**src/include/scaler_config.svh**
```systemverilog
`ifndef SCALER_CONFIG_SVH
`define SCALER_CONFIG_SVH

// pixel width in bits
`define SCALER_DATA_WIDTH 8

// weight magnitude width, unity weight is 1 << (width - 1)
`define SCALER_COE_WIDTH 10

// depth of each of the five line buffers
`define SCALER_LINE_MAX 64

// phase index width, taken from bits 11..7 of the output coordinate
`define SCALER_PHASE_BITS 5

// idle cycles between two output pixels
`define SCALER_SPARSE 2

// input line step in 4.12, unity
`define SCALER_STEP_IN 4096

`endif

```
**src/hdl/scaler_pkg.sv**
```systemverilog
`default_nettype none

`include "scaler_config.svh"

package scaler_pkg;

    // one raw pixel
    typedef logic [`SCALER_DATA_WIDTH-1:0] pixel_t;

    // one weight magnitude, sign fixed by tap position
    typedef logic [`SCALER_COE_WIDTH-1:0] coe_t;

    // line buffer address
    typedef logic [$clog2(`SCALER_LINE_MAX)-1:0] addr_t;

    // four weights in tap order
    typedef struct packed {
        coe_t c0;
        coe_t c1;
        coe_t c2;
        coe_t c3;
    } coe_set_t;

    // pixel with its video timing strobes
    typedef struct packed {
        pixel_t data;
        logic   de;
        logic   hs;
        logic   vs;
    } video_beat_t;

    // runtime config, held for a whole frame
    typedef struct packed {
        logic [15:0] step_o;
        logic [15:0] line_size;
    } scale_cfg_t;

    // read request from sequencer to line store
    typedef struct packed {
        logic  valid;
        logic  first;
        addr_t addr;
    } rd_req_t;

    // taps[0] newest complete line .. taps[3] oldest
    typedef struct packed {
        pixel_t [3:0] taps;
        logic         de;
        logic         hs;
        logic         vs;
    } tap_beat_t;

endpackage

`default_nettype wire

```
**src/hdl/cubic_coe_rom.sv**
```systemverilog
`timescale 1ns/10ps
`default_nettype none

`include "scaler_config.svh"

module cubic_coe_rom (
    input  wire                          clk,
    input  wire [`SCALER_PHASE_BITS-1:0] phase_i,
    output scaler_pkg::coe_set_t         coe_o
);
    import scaler_pkg::*;

    localparam int PHASES = 1 << `SCALER_PHASE_BITS;
    localparam int UNITY  = 1 << (`SCALER_COE_WIDTH - 1);

    // catmull-rom weights for t = k / PHASES, rounded to nearest
    function automatic coe_set_t coe_row(input int k);
        int n;
        int half;
        int den;
        int c0;
        int c1;
        int c2;
        int c3;
        n    = PHASES;
        half = UNITY / 2;
        den  = n * n * n;
        c0   = (half * (n * n * k - 2 * n * k * k + k * k * k) + den / 2) / den;
        c2   = (half * (n * n * k + 4 * n * k * k - 3 * k * k * k) + den / 2) / den;
        // magnitude, the tap is subtracted
        c3   = (half * (n * k * k - k * k * k) + den / 2) / den;
        // signed weights always sum to unity
        c1   = UNITY - c2 + c0 + c3;
        return '{c0: coe_t'(c0), c1: coe_t'(c1), c2: coe_t'(c2), c3: coe_t'(c3)};
    endfunction

    coe_set_t rom_table [0:PHASES-1];

    // table is constant, built at elaboration
    for (genvar k = 0; k < PHASES; k++) begin : g_row
        localparam coe_set_t ROW = coe_row(k);
        assign rom_table[k] = ROW;
    end

    always_ff @(posedge clk) begin
        coe_o <= rom_table[phase_i];
    end

endmodule

`default_nettype wire

```
**config.mk**
```make
export PLATFORM = sky130hd
export DESIGN_NAME = cubic_coe_rom
export DESIGN_NICKNAME = d
export VERILOG_FILES = /design/src/hdl/scaler_pkg.sv /design/src/hdl/cubic_coe_rom.sv
export VERILOG_INCLUDE_DIRS = /design/src /design/src/include
export SDC_FILE = /design/constraint.sdc
export NUM_CORES = 1
export LEC_CHECK = 0
export ABC_AREA = 1
export BUFFER_PORTS_ARGS = -buffer_cell sky130_fd_sc_hd__buf_2
export CAP_MARGIN = 20
export CORE_MARGIN = 2
export CORE_UTILIZATION = 57
export DETAILED_ROUTE_END_ITERATION = 10
export PLACE_DENSITY = 0.86
export SYNTH_ARGS = -nofsm -noshare
export SYNTH_HDL_FRONTEND = slang
export SYNTH_SLANG_ARGS = --single-unit
```
**constraint.sdc**
```tcl
create_clock -name clk -period 3.9 [get_ports clk]
set_input_delay 0.975 -clock clk [delete_from_list [all_inputs] [get_ports clk]]
set_output_delay 0.975 -clock clk [all_outputs]
set_load 0.02 [all_outputs]
```
==> impl_metrics.json <==
{
  "run_status": "completed",
  "drt_iter0_drc": 187,
  "clk_pin_slew_ns": 0.10,
  "crit_chain": "buf_2 -> inv_1 -> nand2_1 -> clkinv_1 -> nand2_1 -> nand3_1",
  "fp.dieH_um": 61.8,
  "rsz0062_at_grt": "false",
  "cts_buffer_depth": 2,
  "yosys_warnings": 0,
  "internal_power_uw": 567,
  "synth_top_area_cell": "dfxtp_1",
  "largest_reg_flops": 31,
  "cp_data_required_time_ns": 4.13,
  "timing.critical_path.slowest_stage_cell": "inv_1",
  "port_buffers": 36,
  "min_period_over_period_pct": 58.9,
  "power_switching_uw": 286,
  "cp-end-kind": "flop",
  "grt_pass1_vias": 1807,
  "dp.cells": 360,
  "ys_ff_latch": 31,
  "min_period_ns": 2.30,
  "cts.sinks": 31,
  "grt_usage_pct": 30.5,
  "critPathArrivalTime_ns": 2.52,
  "clockPowerShare_pct": 31.0,
  "netlist_instances": 292,
  "drc": 0,
  "final_cells": 368,
  "power_leakage_uw": 0.00117,
  "startpoint_type": "input port",
  "die-area_mm2": 0.00381,
  "hp-class": "in -> reg",
  "antenna_cells": 0,
  "setup_viol": 0,
  "final_nets": 337,
  "cts_resized": 0,
  "p_total_uw": 853,
  "hold_viol_final": 0,
  "cts_setup_buffers": 0,
  "cp_max_fo": 20,
  "syn_avg_cell_area_um2": 6.51,
  "start_util_pct": 61.3,
  "slew_headroom_pct": 66.2,
  "max_stage_delay_ns": 0.34,
  "synth_top_cell_area_share_pct": 32.6,
  "cpMostUsedCell": "nand2_1",
  "hpwl_um": 3880,
  "pwr-share-seq_pct": 41.9,
  "cts-root-buf": "clkbuf_4",
  "cts_buffers": 5,
  "max-vdd-ir-drop_mv": 0.190,
  "synthDistinctLibCells": 26,
  "synth_area_leaders": "dfxtp_1, nand2_1, nand3_1",
  "maxCapViolCount": 0,
  "routabilityCongestion": 0.976,
  "num_rows": 20,
  "fp.dieW_um": 61.8,
  "cts_hold_buffers": 0,
  "ioPinCount": 46,
  "dr.pass1.iters": 5,
  "worstSetupPathType": "in -> reg",
  "core_area_mm2": 0.00310,
  "grt_overflow_total": 0,
  "ant_nets": 0,
  "reg_top3": "coe_o: 31 flops",
  "wl_per_cell_um": 14.4,
  "syn_area_mm2": 0.00190,
  "wirelength_um": 5300,
  "max_freq_mhz": 435,
  "grt_pass1_wl_um": 8390,
  "dpl_cell_area_mm2": 0.00202,
  "syn2layout_area_growth_pct": 10.7,
  "ys_seq_area_share_pct": 32.6,
  "report.final.slew_viol_count": 0,
  "power_switching_share_pct": 33.5,
  "via_count": 2053,
  "cts_tree": "yes",
  "h-tree-depth": 2,
  "antenna_found_initial": 0,
  "power_density_mw_per_mm2": 405,
  "setup-tns-final_ns": 0,
  "tightestPinTransition_ns": 0.506,
  "combPwrFrac_pct": 27.1,
  "top_register": "coe_o",
  "routed_via_density": 5.58,
  "final_area_mm2": 0.00210,
  "final_layout_size_suffix_gt1_share_pct": 16.4,
  "grt_max_degree": 27
}
-- area by class of cell --
| class | count | area (um^2) |
|---|---|---|
| Multi-Input combinational cell | 224 | 1060 |
| Tap cell | 44 | 55.1 |
| Sequential cell | 31 | 621 |
| Clock buffer | 6 | 51.3 |
| Timing Repair Buffer | 36 | 180 |
| Fill cell | 309 | 998 |
| Clock inverter | 2 | 35.0 |
| Inverter | 25 | 98.8 |
-- power by group through the flow --
| stage | Combinational, uW | Sequential (uW) | Clock, uW |
|---|---|---|---|
| 4_1_cts | 228 | 358 | 266 |
| 5_1_grt | 254 | 361 | 281 |
| 3_5_place_dp | 227 | 365 | 0 |
| 2_1_floorplan | 127 | 410 | 0 |
| 6_report | 232 | 357 | 264 |
| 3_3_place_gp | 228 | 364 | 0 |
-- cell families after synthesis --
family | count (synthesis) | synth area share [%]
other cells | 1 | 0.197
compound gates | 28 | 9.21
flops | 31 | 32.6
buf+inv | 45 | 13.0
fa+ha+maj | 8 | 5.26
simple gates | 179 | 39.7
-- final timing paths --
| kind | endpoint | slack [ns] | cells after the start | from |
|---|---|---|---|---|
| hold / removal | coe_o[29] | 0.97 | 2 | phase_i[0] |
| setup / recovery | coe_o[21] | 1.60 | 6 | phase_i[3] |
-- cells in the final DEF, fill, tap and decap left out, drive strengths merged, types with 7 or more instances in the layout --
cell,count
nand2,122
buf,36
nand3,35
dfxtp,31
inv,24
o21ai,14
nor2,14
conb,9
ha,8
nand4,7
-- per-stage QoR --
step / hold WS [ns] / setup WS [ns] / util (%)
2_1_floorplan: 1.05 / 1.93 / -
3_3_place_gp: 1.33 / 1.40 / 65.0
3_5_place_dp: 1.33 / 1.36 / 65.0
4_1_cts: 0.966 / 1.71 / 67.8
5_1_grt: 0.999 / 1.53 / 67.8
6_report: 0.972 / 1.60 / 67.8
-- synth_stat cells --
| cell type | instances |
|---|---|
| a211oi_2 | 1 |
| a21oi_1 | 4 |
| a21oi_4 | 1 |
| buf_2 | 5 |
| buf_4 | 12 |
| buf_6 | 3 |
| clkinv_1 | 1 |
| conb_1 | 1 |
| dfxtp_1 | 31 |
| ha_1 | 8 |
| inv_1 | 21 |
| inv_2 | 2 |
| inv_6 | 1 |
| nand2_1 | 119 |
| nand2_2 | 2 |
| nand2_4 | 1 |
| nand3_1 | 35 |
| nand4_1 | 7 |
| nor2_1 | 13 |
| nor2_4 | 1 |
| nor3_1 | 1 |
| o211ai_1 | 4 |
| o21ai_0 | 13 |
| o21ai_1 | 1 |
| o21bai_1 | 1 |
| o22ai_1 | 3 |
-- critical path, delay by kind of cell --
kind          cells  cell delay, ns
buf+inv           3            1.00
simple gates      3            0.53
-- per-layer routing --
layer / GRT usage (%) / vias up / wire length, um
met5: 0 / - / 0
li1: - / 982 / -
met4: 10.3 / 0 / 110
met2: 48.0 / 161 / 2460
met1: 39.9 / 897 / 2010
met3: 9.32 / 13 / 728
(Power assumes the default switching activity.)
