<file path="src/include/scaler_config.svh">
`ifndef SCALER_CONFIG_SVH
`define SCALER_CONFIG_SVH

// pixel width in bits
`define SCALER_DATA_WIDTH 8

// weight magnitude width, unity weight is 1 << (width - 1)
`define SCALER_COE_WIDTH 10

// depth of each of the five line buffers
`define SCALER_LINE_MAX 64

// phase index width, taken from bits 11..7 of the output coordinate
`define SCALER_PHASE_BITS 5

// idle cycles between two output pixels
`define SCALER_SPARSE 2

// input line step in 4.12, unity
`define SCALER_STEP_IN 4096

`endif

</file>
<file path="src/hdl/scaler_pkg.sv">
`default_nettype none

`include "scaler_config.svh"

package scaler_pkg;

    // one raw pixel
    typedef logic [`SCALER_DATA_WIDTH-1:0] pixel_t;

    // one weight magnitude, sign fixed by tap position
    typedef logic [`SCALER_COE_WIDTH-1:0] coe_t;

    // line buffer address
    typedef logic [$clog2(`SCALER_LINE_MAX)-1:0] addr_t;

    // four weights in tap order
    typedef struct packed {
        coe_t c0;
        coe_t c1;
        coe_t c2;
        coe_t c3;
    } coe_set_t;

    // pixel with its video timing strobes
    typedef struct packed {
        pixel_t data;
        logic   de;
        logic   hs;
        logic   vs;
    } video_beat_t;

    // runtime config, held for a whole frame
    typedef struct packed {
        logic [15:0] step_o;
        logic [15:0] line_size;
    } scale_cfg_t;

    // read request from sequencer to line store
    typedef struct packed {
        logic  valid;
        logic  first;
        addr_t addr;
    } rd_req_t;

    // taps[0] newest complete line .. taps[3] oldest
    typedef struct packed {
        pixel_t [3:0] taps;
        logic         de;
        logic         hs;
        logic         vs;
    } tap_beat_t;

endpackage

`default_nettype wire

</file>
<file path="src/hdl/row_sequencer.sv">
`timescale 1ns/10ps
`default_nettype none

`include "scaler_config.svh"

module row_sequencer (
    input  wire                          clk,
    input  wire                          rst_i,
    input  wire scaler_pkg::scale_cfg_t  cfg_i,
    input  wire                          line_edge_i,
    input  wire                          frame_edge_i,
    output scaler_pkg::rd_req_t          rd_req_o,
    output logic [`SCALER_PHASE_BITS-1:0] phase_o
);
    import scaler_pkg::*;

    localparam logic [23:0] STEP_IN   = 24'(`SCALER_STEP_IN);
    localparam logic [23:0] CORD_O_0  = 24'(3 * `SCALER_STEP_IN);
    localparam logic [3:0]  PACE_LAST = 4'(`SCALER_SPARSE);

    typedef enum logic [1:0] {
        IDLE,
        SETUP,
        READ
    } state_t;

    state_t state;

    // nothing runs until the first frame edge
    logic armed;

    // line coordinates, 4.12 fixed point
    logic [23:0] cord_i;
    logic [23:0] cord_o;

    logic [15:0] rd_cnt;
    logic [3:0]  pace_cnt;
    logic [`SCALER_PHASE_BITS-1:0] phase_q;

    logic fire;

    // one request per pacing period
    assign fire = (state == READ) && (pace_cnt == PACE_LAST);

    always_ff @(posedge clk) begin
        if (rst_i) begin
            state    <= IDLE;
            armed    <= 1'b0;
            cord_i   <= '0;
            cord_o   <= '0;
            rd_cnt   <= '0;
            pace_cnt <= '0;
            phase_q  <= '0;
        end else if (frame_edge_i) begin
            // restart both coordinates, abort any line
            armed  <= 1'b1;
            cord_i <= '0;
            cord_o <= CORD_O_0;
            state  <= IDLE;
        end else begin
            if (line_edge_i) begin
                cord_i <= cord_i + STEP_IN;
            end
            case (state)
                IDLE: begin
                    // input has passed the output line
                    if (armed && (cord_i > cord_o)) begin
                        phase_q <= cord_o[11 -: `SCALER_PHASE_BITS];
                        state   <= SETUP;
                    end
                end
                SETUP: begin
                    // gives the rom a cycle on the new phase
                    rd_cnt   <= '0;
                    pace_cnt <= '0;
                    state    <= READ;
                end
                READ: begin
                    if (fire) begin
                        pace_cnt <= '0;
                        rd_cnt   <= rd_cnt + 16'd1;
                        if (rd_cnt == cfg_i.line_size - 16'd1) begin
                            cord_o <= cord_o + {8'd0, cfg_i.step_o};
                            state  <= IDLE;
                        end
                    end else begin
                        pace_cnt <= pace_cnt + 4'd1;
                    end
                end
                default: state <= IDLE;
            endcase
        end
    end

    assign rd_req_o = '{
        valid: fire,
        first: fire && (rd_cnt == 16'd0),
        addr:  addr_t'(rd_cnt)
    };

    assign phase_o = phase_q;

endmodule

`default_nettype wire

</file>
<file path="config.mk">
export PLATFORM = sky130hd
export DESIGN_NAME = row_sequencer
export DESIGN_NICKNAME = d
export VERILOG_FILES = /design/src/hdl/scaler_pkg.sv /design/src/hdl/row_sequencer.sv
export VERILOG_INCLUDE_DIRS = /design/src /design/src/include
export SDC_FILE = /design/constraint.sdc
export NUM_CORES = 1
export LEC_CHECK = 0
export ABC_AREA = 1
export BUFFER_PORTS_ARGS = -buffer_cell sky130_fd_sc_hd__buf_2
export CAP_MARGIN = 15
export CORE_MARGIN = 1.5
export CORE_UTILIZATION = 65
export DETAILED_ROUTE_END_ITERATION = 10
export PLACE_DENSITY = 0.89
export SLEW_MARGIN = 20
export SYNTH_ARGS = -nofsm -noshare
export SYNTH_HDL_FRONTEND = slang
export SYNTH_SLANG_ARGS = --single-unit
</file>
<file path="constraint.sdc">
create_clock -name clk -period 3.4 [get_ports clk]
set_clock_uncertainty 0.15 [all_clocks]
set_input_delay 0.17 -clock clk [delete_from_list [all_inputs] [get_ports clk]]
set_output_delay 0.17 -clock clk [all_outputs]
set_load 0.02 [all_outputs]
</file>
==> results of run 1 <==
## sequential cells by signal, summed over array words and instances (netlist names)
| register | flops |
|---|---|
| pace_cnt | 4 |
| armed | 1 |
| state | 2 |
| phase_o | 5 |
| cord_o | 24 |
| cord_i | 12 |
| rd_cnt | 16 |
## layer usage
metal | wire [um] | vias to the layer above | share of wire [%] | track usage (%)
li1 | - | 2647 | - | -
met5 | 0 | - | 0 | 0
met1 | 5890 | 2430 | 45 | 42.7
met2 | 6160 | 210 | 47 | 55.5
met4 | 240 | 0 | 1.8 | 10.8
met3 | 857 | 24 | 6.5 | 4.19
## layout make-up
cell class                      count  area (um^2)
Inverter                           98          368
Sequential cell                    64         1280
Tap cell                           99          124
Multi-Input combinational cell    604         3280
Fill cell                         597         1790
Timing Repair Buffer               55          300
Clock inverter                      6         92.6
Clock buffer                       10          128
## where the power goes
part / switching, mW / internal [mW]
Clock: 0.325 / 0.417
Combinational: 0.141 / 0.0780
Sequential: 0.00473 / 0.755
Total: 0.471 / 1.25
## through the flow
stage	instance area, um^2	total power [mW]	utilization (%)	hold WS (ns)
floorplan	5040	0.919	-	0.0924
global placement	5330	0.980	72.3	0.220
detailed placement	5330	0.987	72.3	0.228
CTS	5580	1.72	75.7	0.111
global route	5580	1.78	75.7	0.140
finish	5580	1.72	75.7	0.114
## cell families (layout without fill, tap and decap cells)
group	count (synthesis)	count (layout)	synth area share, %
xor gates and xnor gates	32	32	5.56
and+or+nand+nor	395	395	34.7
DFF	64	64	25.4
adders and majority gates	38	38	9.58
AOI/OAI and AO/OA	139	139	15.3
buffers and inverters	113	169	9.43
## worst min-delay path by stage
stage | start | end
4_1_cts | cfg_i[16] | cord_o[0]
2_1_floorplan | rst_i | armed
6_report | cfg_i[16] | cord_o[0]
3_3_place_gp | rst_i | armed
5_1_grt | cfg_i[16] | cord_o[0]
3_5_place_dp | rst_i | armed
## worst reg2reg max path: stages (launching register included)
cell and delay, ns:
sky130_fd_sc_hd__dfxtp_1 0.41, sky130_fd_sc_hd__inv_1 0.10, sky130_fd_sc_hd__ha_1 0.34, sky130_fd_sc_hd__nand4_1 0.12
sky130_fd_sc_hd__nor3_1 0.34, sky130_fd_sc_hd__a21boi_0 0.14, sky130_fd_sc_hd__o21ai_0 0.22, sky130_fd_sc_hd__nand4_1 0.44
sky130_fd_sc_hd__o21ai_0 0.30, sky130_fd_sc_hd__a21oi_1 0.07
## placed cells by master (no fill, tap or decap), drive strengths merged, types with 2 or more instances in the layout
cell         instances
xor2                23
o21ai               45
a211oi               2
inv                 98
o21a                 2
nand3b               3
nor3                 9
ha                  37
clkinv               2
a21boi               2
nor2               108
clkinvlp             2
or2                  2
xnor2                9
nand2              198
and3                 2
a21oi               80
nand3               49
and2                 2
o211ai               4
dfxtp               64
dlygate4sd3          3
clkbuf              10
nand4               15
nor4                 6
buf                 52
bufinv               2
## what timing repair did
| action | in CTS | in global routing |
|---|---|---|
| hold buffers | 3 | 0 |
| resized for setup | 0 | 0 |
| endpoints found under the hold margin | 3 | 0 |
==> reports/results.tsv, run 1 <==
stage	metric	value	unit
route	route.detailed.vias_per_inst	5.67	
yosys	postSynthRegisterBits	64	
route	initialDrtViolationCount	343	
timing	setup_viol_count_final	0	
placement	place_ws	0.626	ns
yosys	syn_inst	781	
yosys	synth_top_flop_cell	sky130_fd_sc_hd__dfxtp_1	
yosys	synth_async_sr_flop_share	0	%
timing	layout_setup_ws	0.651	ns
placement	dpl.hpwl	10.3	mm
yosys	synth_commonest_cells	180 x sky130_fd_sc_hd__nand2_1, 99 x sky130_fd_sc_hd__nor2_1, 96 x sky130_fd_sc_hd__inv_1	
cts	cts.root.buffer_cell	sky130_fd_sc_hd__clkbuf_8	
placement	placed_cells_incl_taps	917	
power	peakVddDrop	0.274	mV
timing	setup_repair_after_global_routing_missed_its_margin	no	
cts	tritoncts	built	
min_path	hold_path_depth	4	
run_status	outcome	finished clean	
critical_path	timing.critical_path.required	3.47	ns
critical_path	setup.worst_path.class	register to register	
critical_path	worst_path_max_delay_cell	sky130_fd_sc_hd__nand4_1	
cts	clk_pin_slew	0.08	ns
route	vias	5311	
cells_and_area	antenna-diode-count	0	
cts	cts_max_level	3	
timing	slew-limit-headroom	64.4	%
global_routing	grt.total_usage	32.7	%
die	ios	49	
yosys	synth-edff-count	0	
die	placementRows	31	
cells_and_area	syn2layout_area_growth	10.7	%
die	design.core.area	7370	um^2
die	die_area	8290	um^2
timing	actual_slew_at_the_worst_max_slew_pin	0.534	ns
die	die_y	91.1	um
timing	hold_viol	0	
cells_and_area	finish.net_count	906	
cts	insertion_delay	0.35	ns
die	initial_core_util	68.4	%
yosys	post_synth_num_cell_types	40	
timing	timing.final.max_slew_violations	0	
yosys	mappedNetlistNets	855	
critical_path	regToRegEndpoint	phase_o[4]	
cts	number_of_buffers_between_clock_root_and_the_deepest_sink	2	
timing	period_share	80.9	%
cells_and_area	drive_gt1_share	12.9	%
placement	gp_routability_congestion	1.00	
yosys	share_of_synthesized_area_occupied_by_flip_flops_and_latches	25.4	%
critical_path	critical_path_arrival	2.82	ns
yosys	fraction_of_synthesized_cell_area_taken_by_the_top_area_cell_type	25.4	%
power	p_leak	2.58	nW
route	remaining_drc_errors	0	
die	chipWidth	91.1	um
critical_path	worst_r2r_path_depth	9	
critical_path	setup.worst_path.start	cord_o[19]	
yosys	cell_taking_the_most_area_after_synthesis	sky130_fd_sc_hd__dfxtp_1	
job	max-cap-violations	0	
min_path	worstHoldPathType	input pin to register	
yosys	netlist_area	5040	um^2
route	drtAntennaViolNets	0	
critical_path	critical_path.n_buffers_inverters	1	
critical_path	setup_slack_on_the_worst_flop_to_flop_path	0.65	ns
route	wire_length_per_cell	14.0	um
global_routing	maximum_number_of_pins_on_one_net_before_global_route_repair	24	
cts	post_cts_repair_timing_setup_buffer_count	0	
critical_path	crit_chain	inv_1 > ha_1 > nand4_1 > nor3_1 > a21boi_0 > o21ai_0 > nand4_1 > o21ai_0 > a21oi_1	
route	drt_first_pass_iters	5	
critical_path	critical_path.max_fanout	10	
cts	cts_made_buffers	9	
critical_path	endpoint_kind	register	
yosys	ys_warn_count	0	
timing	fmax	364	MHz
timing	post-route-min-period	2.75	ns
global_routing	number_of_global_route_vias_before_repair	5016	
cells_and_area	finalNonFillerCells	936	
global_routing	number_of_antenna_violations_at_the_first_check_in_global_routing	0	
critical_path	stages_on_worst_setup_path	9	
yosys	post-synth-top-count-cell	sky130_fd_sc_hd__nand2_1	
route	detail_route.wirelength	13.1	mm
power	power_density_cells	309	nW/um^2
placement	port_buffers	48	
critical_path	startpoint_type	register	
global_routing	grt_pass1_wl	22.2	mm
yosys	synth.area.top_cells	sky130_fd_sc_hd__dfxtp_1 25%, sky130_fd_sc_hd__nand2_1 13%, sky130_fd_sc_hd__ha_1 9.2%	
global_routing	gr-total-overflow	0	
cts	clock_sinks	64	
critical_path	timing.critical_path.max_delay_family	simple AND/OR/NAND/NOR gates	
yosys	post_synth.cell_area_avg	6.45	um^2
critical_path	critical_path.max_stage_delay	0.44	ns
timing	finalSetupTns	0	ns
critical_path	r2r_start	cord_o[19]	
critical_path	end_point_of_the_critical_path	phase_o[4]	
Power figures use the tool's default switching activity.
==> run 2: changes to the inputs <==
--- a/config.mk
+++ b/config.mk
@@ -10,9 +10,9 @@
 export BUFFER_PORTS_ARGS = -buffer_cell sky130_fd_sc_hd__buf_2
 export CAP_MARGIN = 15
 export CORE_MARGIN = 1.5
-export CORE_UTILIZATION = 65
+export CORE_UTILIZATION = 55
 export DETAILED_ROUTE_END_ITERATION = 10
-export PLACE_DENSITY = 0.89
+export PLACE_DENSITY = 0.81
 export SLEW_MARGIN = 20
 export SYNTH_ARGS = -nofsm -noshare
 export SYNTH_HDL_FRONTEND = slang
==> constraint.sdc (replaced) <==
create_clock -name clk -period 2.37 [get_ports clk]
set_clock_uncertainty 0.15 [all_clocks]
set_input_delay 0.1185 -clock clk [delete_from_list [all_inputs] [get_ports clk]]
set_output_delay 0.1185 -clock clk [all_outputs]
set_load 0.02 [all_outputs]
==> run 2 against run 1 <==
- the run now ends with design-rule violations left
- die area increased by 18%
- sequential power increased by 43%
- clock power increased by 40%
- total power increased by 43%
- register-to-register slack got worse by 0.53 ns
- wire length decreased by 2.7%
- global-route usage decreased by 6.2 points
- flip-flop and latch count unchanged
- final cell count increased by 3.0%
- sequential share of layout area decreased by 0.89 points
- critical path depth increased by 1
==> reports/results.tsv, run 2 (same netlist as run 1, synthesis figures left out) <==
stage	metric	value	unit
timing	setup_viol_count_final	0	
power	power	2.45	mW
power	netSwitchingPower	0.661	mW
global_routing	number_of_antenna_violations_at_the_first_check_in_global_routing	0	
critical_path	critical_path.max_fanout	6	
global_routing	grt.total_usage	26.5	%
power	power_frac_comb	13.1	%
critical_path	timing.critical_path.required	2.50	ns
power	p_leak	2.68	nW
cells_and_area	finish.net_count	925	
timing	hold_viol	0	
cts	clk_pin_slew	0.08	ns
global_routing	gr-total-overflow	0	
cells_and_area	final_core_utilization	66.0	%
cts	cts.root.buffer_cell	sky130_fd_sc_hd__clkbuf_8	
cells_and_area	flip_flop_count_of_the_largest_register_all_copies_and_words_added	24	
cells_and_area	syn2layout_area_growth	15.3	%
timing	slew-limit-headroom	36.5	%
critical_path	endpoint_kind	register	
route	initialDrtViolationCount	306	
route	vias	5225	
cts	insertion_delay	0.35	ns
cells_and_area	layout_commonest_cell	sky130_fd_sc_hd__nand2_1	
power	seq_power_share	44.4	%
global_routing	number_of_global_route_vias_before_repair	4608	
run_status	violations	design-rule violations	
power	power_density_cells	422	nW/um^2
die	ios	49	
critical_path	setup.worst_path.class	register to register	
route	remaining_drc_errors	5	
cells_and_area	largest_registers	cord_o: 24 flops, rd_cnt: 16 flops, cord_i: 12 flops	
min_path	worstHoldPathType	input pin to register	
die	die_area	9750	um^2
placement	gp_routability_congestion	0.954	
cts	clock_sinks	64	
cells_and_area	fillCellCount	772	
cells_and_area	drive_gt1_share	17.1	%
power	peakVddDrop	0.331	mV
route	drt_first_pass_iters	9	
timing	period_share	94.7	%
placement	port_buffers	48	
cts	cts_max_level	3	
timing	fmax	445	MHz
cells_and_area	antenna-diode-count	0	
placement	dpl.hpwl	10.1	mm
critical_path	critical_path_arrival	2.37	ns
die	initial_core_util	57.2	%
route	route.detailed.vias_per_inst	5.42	
timing	actual_slew_at_the_worst_max_slew_pin	0.951	ns
cts	cts_made_buffers	9	
timing	finalSetupTns	0	ns
global_routing	grt_pass1_wl	20.9	mm
die	placementRows	34	
route	detail_route.wirelength	12.8	mm
cells_and_area	final_cell_mix	178 x sky130_fd_sc_hd__nand2_1, 97 x sky130_fd_sc_hd__nor2_1, 95 x sky130_fd_sc_hd__inv_1	
job	max-cap-violations	0	
timing	timing.final.max_slew_violations	0	
route	drtAntennaViolNets	0	
cells_and_area	registers.top_by_ff_count	cord_o	
power	power_report.internal_total	1.79	mW
timing	post-route-min-period	2.25	ns
cts	tritoncts	built	
run_status	outcome	complete, but fails checks	
power	power_frac_clock	42.5	%
die	chipWidth	98.7	um
die	die_y	98.7	um
die	design.core.area	8810	um^2
power	fraction_of_power_spent_switching_nets	26.9	%
global_routing	maximum_number_of_pins_on_one_net_before_global_route_repair	24	
critical_path	startpoint_type	register	
route	wire_length_per_cell	13.3	um
cts	number_of_buffers_between_clock_root_and_the_deepest_sink	2	
run 2: cell count changes in the layout (fill, tap and decap cells not counted), sizes merged:
cell | before | now
buf | 52 | 71
clkinvlp | 2 | 1
clkinv | 2 | 3
clkbuf | 10 | 11
inv | 98 | 97
run 2: worst max-delay path, stage by stage (launching register included):
cell and delay (ns):
sky130_fd_sc_hd__dfxtp_1 0.34, sky130_fd_sc_hd__inv_1 0.10, sky130_fd_sc_hd__ha_1 0.32, sky130_fd_sc_hd__nand2_1 0.09, sky130_fd_sc_hd__nor3_2 0.25, sky130_fd_sc_hd__a21boi_0 0.12
sky130_fd_sc_hd__o21ai_1 0.20, sky130_fd_sc_hd__nand4_1 0.16, sky130_fd_sc_hd__buf_4 0.19, sky130_fd_sc_hd__buf_4 0.14, sky130_fd_sc_hd__a21oi_1 0.13
run 2: layout make-up:
class | instances | area (um^2) | share of cell area [%]
well taps | 108 | 135 | 2.32
multi-input cells | 604 | 3370 | 57.9
clock buffers | 11 | 131 | 2.26
inverters | 98 | 370 | 6.37
flip-flops and latches | 64 | 1280 | 22.1
repair buffers | 74 | 443 | 7.62
clock inverters | 5 | 81.3 | 1.40
run 2: repair_timing:
item / 4_1_cts / 5_1_grt
buffers inserted: 0 / 5
hold buffers: 3 / 0
endpoints found under the hold margin: 4 / 0
setup endpoints to repair: 0 / 29
gates resized for setup: 0 / 29
run 2: final timing paths:
path | startpoint | endpoint | slack, ns | cells after the start
worst min register to register | phase_o[2] | phase_o[2] | 0.29 | 2
worst max register to register | cord_o[23] | phase_o[3] | 0.12 | 10
worst max-delay path | cord_o[23] | phase_o[3] | 0.12 | 10
worst min-delay path | frame_edge_i | cord_o[12] | 0.09 | 5
run 2: power groups by stage:
stage	clock network [mW]	registers (mW)	logic [mW]
final	1.04	1.09	0.320
after global routing	1.09	1.09	0.356
after CTS	1.05	1.09	0.309
after detailed placement	0	1.11	0.301
after global placement	0	1.11	0.292
after floorplan	0	1.12	0.203
run 2: through the flow:
| step | hold slack (ns) | setup WS, ns | instances | area, um^2 |
|---|---|---|---|---|
| floorplan | 0.0409 | 0.178 | 781 | 5040 |
| global placement | 0.168 | 0.0842 | 940 | 5440 |
| detailed placement | 0.172 | 0.0213 | 940 | 5440 |
| CTS | 0.0865 | 0.0201 | 959 | 5690 |
| global route | 0.123 | -0.0195 | 964 | 5810 |
| finish | 0.0942 | 0.125 | 964 | 5810 |
run 2: layer usage:
layer	wire, um	part of all wire [%]	track usage, %	vias to the layer above
met1	6130	48	37.3	2368
met3	727	5.7	4.11	16
li1	-	-	-	2686
met2	5740	45	42.1	155
met5	0	0	0	-
met4	193	1.5	7.47	0
==> run 3: changes to the inputs <==
--- a/config.mk
+++ b/config.mk
@@ -6,13 +6,13 @@
 export SDC_FILE = /design/constraint.sdc
 export NUM_CORES = 1
 export LEC_CHECK = 0
-export ABC_AREA = 1
+export ABC_AREA = 0
 export BUFFER_PORTS_ARGS = -buffer_cell sky130_fd_sc_hd__buf_2
 export CAP_MARGIN = 15
 export CORE_MARGIN = 1.5
-export CORE_UTILIZATION = 55
+export CORE_UTILIZATION = 54
 export DETAILED_ROUTE_END_ITERATION = 10
-export PLACE_DENSITY = 0.81
+export PLACE_DENSITY = 0.8
 export SLEW_MARGIN = 20
 export SYNTH_ARGS = -nofsm -noshare
 export SYNTH_HDL_FRONTEND = slang
==> run 3 against run 2 <==
- the run ends with negative setup slack left
- register-to-register slack lost 0.58 ns
- worst hold slack gained 0.0046 ns
- first-iteration DRC count increased by 93%
- sequential power hardly changed
- die area shrank 11%
- fmax is 20% lower
- flip-flop and latch count unchanged
- largest cell class unchanged
==> reports/results.tsv, run 3 <==
stage	metric	value	unit
die	ios	49	
cells_and_area	largest_registers	cord_o: 24 flops, rd_cnt: 16 flops, cord_i: 12 flops	
timing	layout_setup_ws	-0.454	ns
die	die_area	8670	um^2
critical_path	endpoint_kind	register	
critical_path	r2r_start	cord_o[5]	
cells_and_area	syn2layout_area_growth	43.3	%
yosys	netlist_area	4390	um^2
yosys	combinational_family_with_the_most_area_after_synthesis	simple AND/OR/NAND/NOR gates	
timing	post-route-min-period	2.82	ns
timing	period_share	119	%
job	max-cap-violations	0	
route	drt_first_pass_iters	7	
global_routing	maximum_number_of_pins_on_one_net_before_global_route_repair	26	
yosys	share_of_synthesized_area_occupied_by_flip_flops_and_latches	29.2	%
cts	tritoncts	built	
cells_and_area	fillCellCount	417	
global_routing	number_of_global_route_vias_before_repair	4754	
cts	number_of_buffers_between_clock_root_and_the_deepest_sink	2	
critical_path	setup.worst_path.class	register to register	
yosys	synth_xor_area_share	10.8	%
cts	clock_sinks	64	
placement	port_buffers	48	
timing	fmax	354	MHz
cts	cts_made_buffers	9	
cells_and_area	drive_gt1_share	36.4	%
power	power_report.internal_total	1.71	mW
yosys	ys_warn_count	0	
cells_and_area	final_core_utilization	80.5	%
timing	finalSetupTns	-6.08	ns
die	initial_core_util	56.2	%
yosys	synth-edff-count	0	
run_status	violations	negative setup slack	
global_routing	gr-total-overflow	0	
cells_and_area	layout_commonest_cell	sky130_fd_sc_hd__buf_4	
route	remaining_drc_errors	0	
yosys	synth.area.top_cells	sky130_fd_sc_hd__dfxtp_1 29%, sky130_fd_sc_hd__ha_1 11%, sky130_fd_sc_hd__xor2_1 5.8%	
power	netSwitchingPower	0.658	mW
timing	hold_slack	0.0989	ns
die	die_y	93.1	um
critical_path	timing.critical_path.required	2.45	ns
timing	slew-limit-headroom	62.5	%
yosys	syn_inst	535	
die	placementRows	32	
yosys	postSynthRegisterBits	64	
die	chipWidth	93.1	um
placement	gp_routability_congestion	0.919	
global_routing	grt_pass1_wl	21.5	mm
cells_and_area	final_cell_mix	111 x sky130_fd_sc_hd__buf_4, 57 x sky130_fd_sc_hd__dfxtp_1, 53 x sky130_fd_sc_hd__nor2_1	
yosys	fraction_of_synthesized_cell_area_taken_by_the_top_area_cell_type	29.2	%
timing	timing.final.max_slew_violations	0	
yosys	synth_compound_area_share	15.8	%
critical_path	critical_path_arrival	2.91	ns
timing	actual_slew_at_the_worst_max_slew_pin	0.558	ns
yosys	synth_commonest_cells	64 x sky130_fd_sc_hd__dfxtp_1, 55 x sky130_fd_sc_hd__nor2_1, 52 x sky130_fd_sc_hd__nand2_1	
yosys	synth_top_flop_cell	sky130_fd_sc_hd__dfxtp_1	
route	wire_length_per_cell	20.4	um
die	design.core.area	7810	um^2
placement	placedInstanceArea	5460	um^2
placement	place_ws	-0.990	ns
power	peakVddDrop	0.390	mV
global_routing	number_of_antenna_violations_at_the_first_check_in_global_routing	0	
min_path	worstHoldPathType	input pin to register	
yosys	post_synth.cell_area_avg	8.20	um^2
power	p_leak	2.75	nW
critical_path	startpoint_type	register	
timing	setup_repair_after_global_routing_missed_its_margin	yes	
cts	insertion_delay	0.36	ns
power	power_frac_clock	40.0	%
power	seq_power_share	45.8	%
yosys	synthSimpleGateAreaFrac	23.8	%
cells_and_area	ff_latch_area	1290	um^2
cells_and_area	flip_flop_count_of_the_largest_register_all_copies_and_words_added	24	
cts	clk_pin_slew	0.08	ns
route	vias	5142	
yosys	synth-adder-area-share	11.0	%
yosys	post_synth_num_cell_types	60	
cells_and_area	final_design_area_no_fill	6280	um^2
yosys	cell_taking_the_most_area_after_synthesis	sky130_fd_sc_hd__dfxtp_1	
placement	dpl.hpwl	8.77	mm
cts	cts_max_level	3	
yosys	mux_contribution_to_synthesized_area	3.99	%
cells_and_area	multiInputGateArea	3280	um^2
route	drtAntennaViolNets	0	
min_path	hold_path_startpoint	cfg_i[19]	
cells_and_area	antenna-diode-count	0	
critical_path	setup_slack_on_the_worst_flop_to_flop_path	-0.45	ns
power	fraction_of_power_spent_switching_nets	27.7	%
timing	setup_viol_count_final	33	
cells_and_area	finish.net_count	765	
cts	cts.root.buffer_cell	sky130_fd_sc_hd__clkbuf_8	
critical_path	setup.worst_path.start	cord_o[5]	
timing	hold_viol	0	
route	route.detailed.vias_per_inst	6.44	
critical_path	critical_path.max_fanout	2	
route	initialDrtViolationCount	590	
power	power_frac_comb	14.2	%
global_routing	grt.total_usage	31.1	%
power	power_density_cells	377	nW/um^2
yosys	post-synth-top-count-cell	sky130_fd_sc_hd__dfxtp_1	
yosys	mappedNetlistNets	609	
cells_and_area	registers.top_by_ff_count	cord_o	
run_status	outcome	complete, but fails checks	
route	detail_route.wirelength	16.3	mm
yosys	synth_async_sr_flop_share	0	%
-- run 3: kinds of logic (layout without fill, tap and decap cells) --
group | count (synthesis) | after routing
fa+ha+maj | 38 | 38
mux | 17 | 17
flops | 64 | 64
xor+xnor | 54 | 54
buf+inv | 55 | 216
simple gates | 209 | 209
compound gates | 98 | 98
-- run 3: cell type report --
cell class                      count  area share (%)
Inverter                           29            2.01
Sequential cell                    64            20.5
Timing Repair Buffer              171            20.2
Clock inverter                      6           0.956
Tap cell                          102            2.03
Multi-Input combinational cell    416            52.2
Clock buffer                       10            2.03
-- run 3: worst paths after layout --
path	depth (start not counted)	endpoint
setup reg to reg	10	cord_o[12]
setup / recovery	10	cord_o[12]
hold / removal	5	cord_o[3]
hold reg to reg	2	cord_o[17]
-- run 3: power by group through the flow --
stage | Combinational [mW] | Clock, mW | Sequential, mW
after floorplan | 0.141 | 0 | 1.11
after global placement | 0.257 | 0 | 1.11
after detailed placement | 0.269 | 0 | 1.11
after CTS | 0.293 | 0.919 | 1.09
after global routing | 0.358 | 0.985 | 1.09
final | 0.337 | 0.949 | 1.09
-- run 3: per-stage QoR --
step	std cells	total power, mW
floorplan	535	1.25
global placement	762	1.37
detailed placement	762	1.38
CTS	788	2.30
global route	798	2.43
finish	798	2.37
-- run 3: what timing repair did --
action | in CTS | in global routing
gates resized for setup | 37 | 49
hold buffers | 5 | 0
gates cloned | 0 | 2
buffers inserted | 5 | 10
pin swaps | 13 | 23
setup endpoints to repair | 31 | 36
endpoints found under the hold margin | 14 | 0
-- run 3: routing by layer --
metal | vias to the layer above | wire length, um | GRT usage [%]
li1 | 2220 | - | -
met1 | 2400 | 6010 | 36.9
met2 | 370 | 7630 | 54.4
met3 | 152 | 1450 | 5.45
met4 | 0 | 1160 | 14.5
met5 | - | 0 | 0
-- run 3: critical path: stages, from the launching register on --
cell	delay [ns]
sky130_fd_sc_hd__dfxtp_1	0.32
sky130_fd_sc_hd__ha_2	0.34
sky130_fd_sc_hd__o211ai_1	0.14
sky130_fd_sc_hd__a21boi_2	0.26
sky130_fd_sc_hd__buf_4	0.16
sky130_fd_sc_hd__a21bo_4	0.24
sky130_fd_sc_hd__buf_4	0.14
sky130_fd_sc_hd__a211oi_1	0.33
sky130_fd_sc_hd__nor3_1	0.08
sky130_fd_sc_hd__nand3b_1	0.18
sky130_fd_sc_hd__a21oi_1	0.36
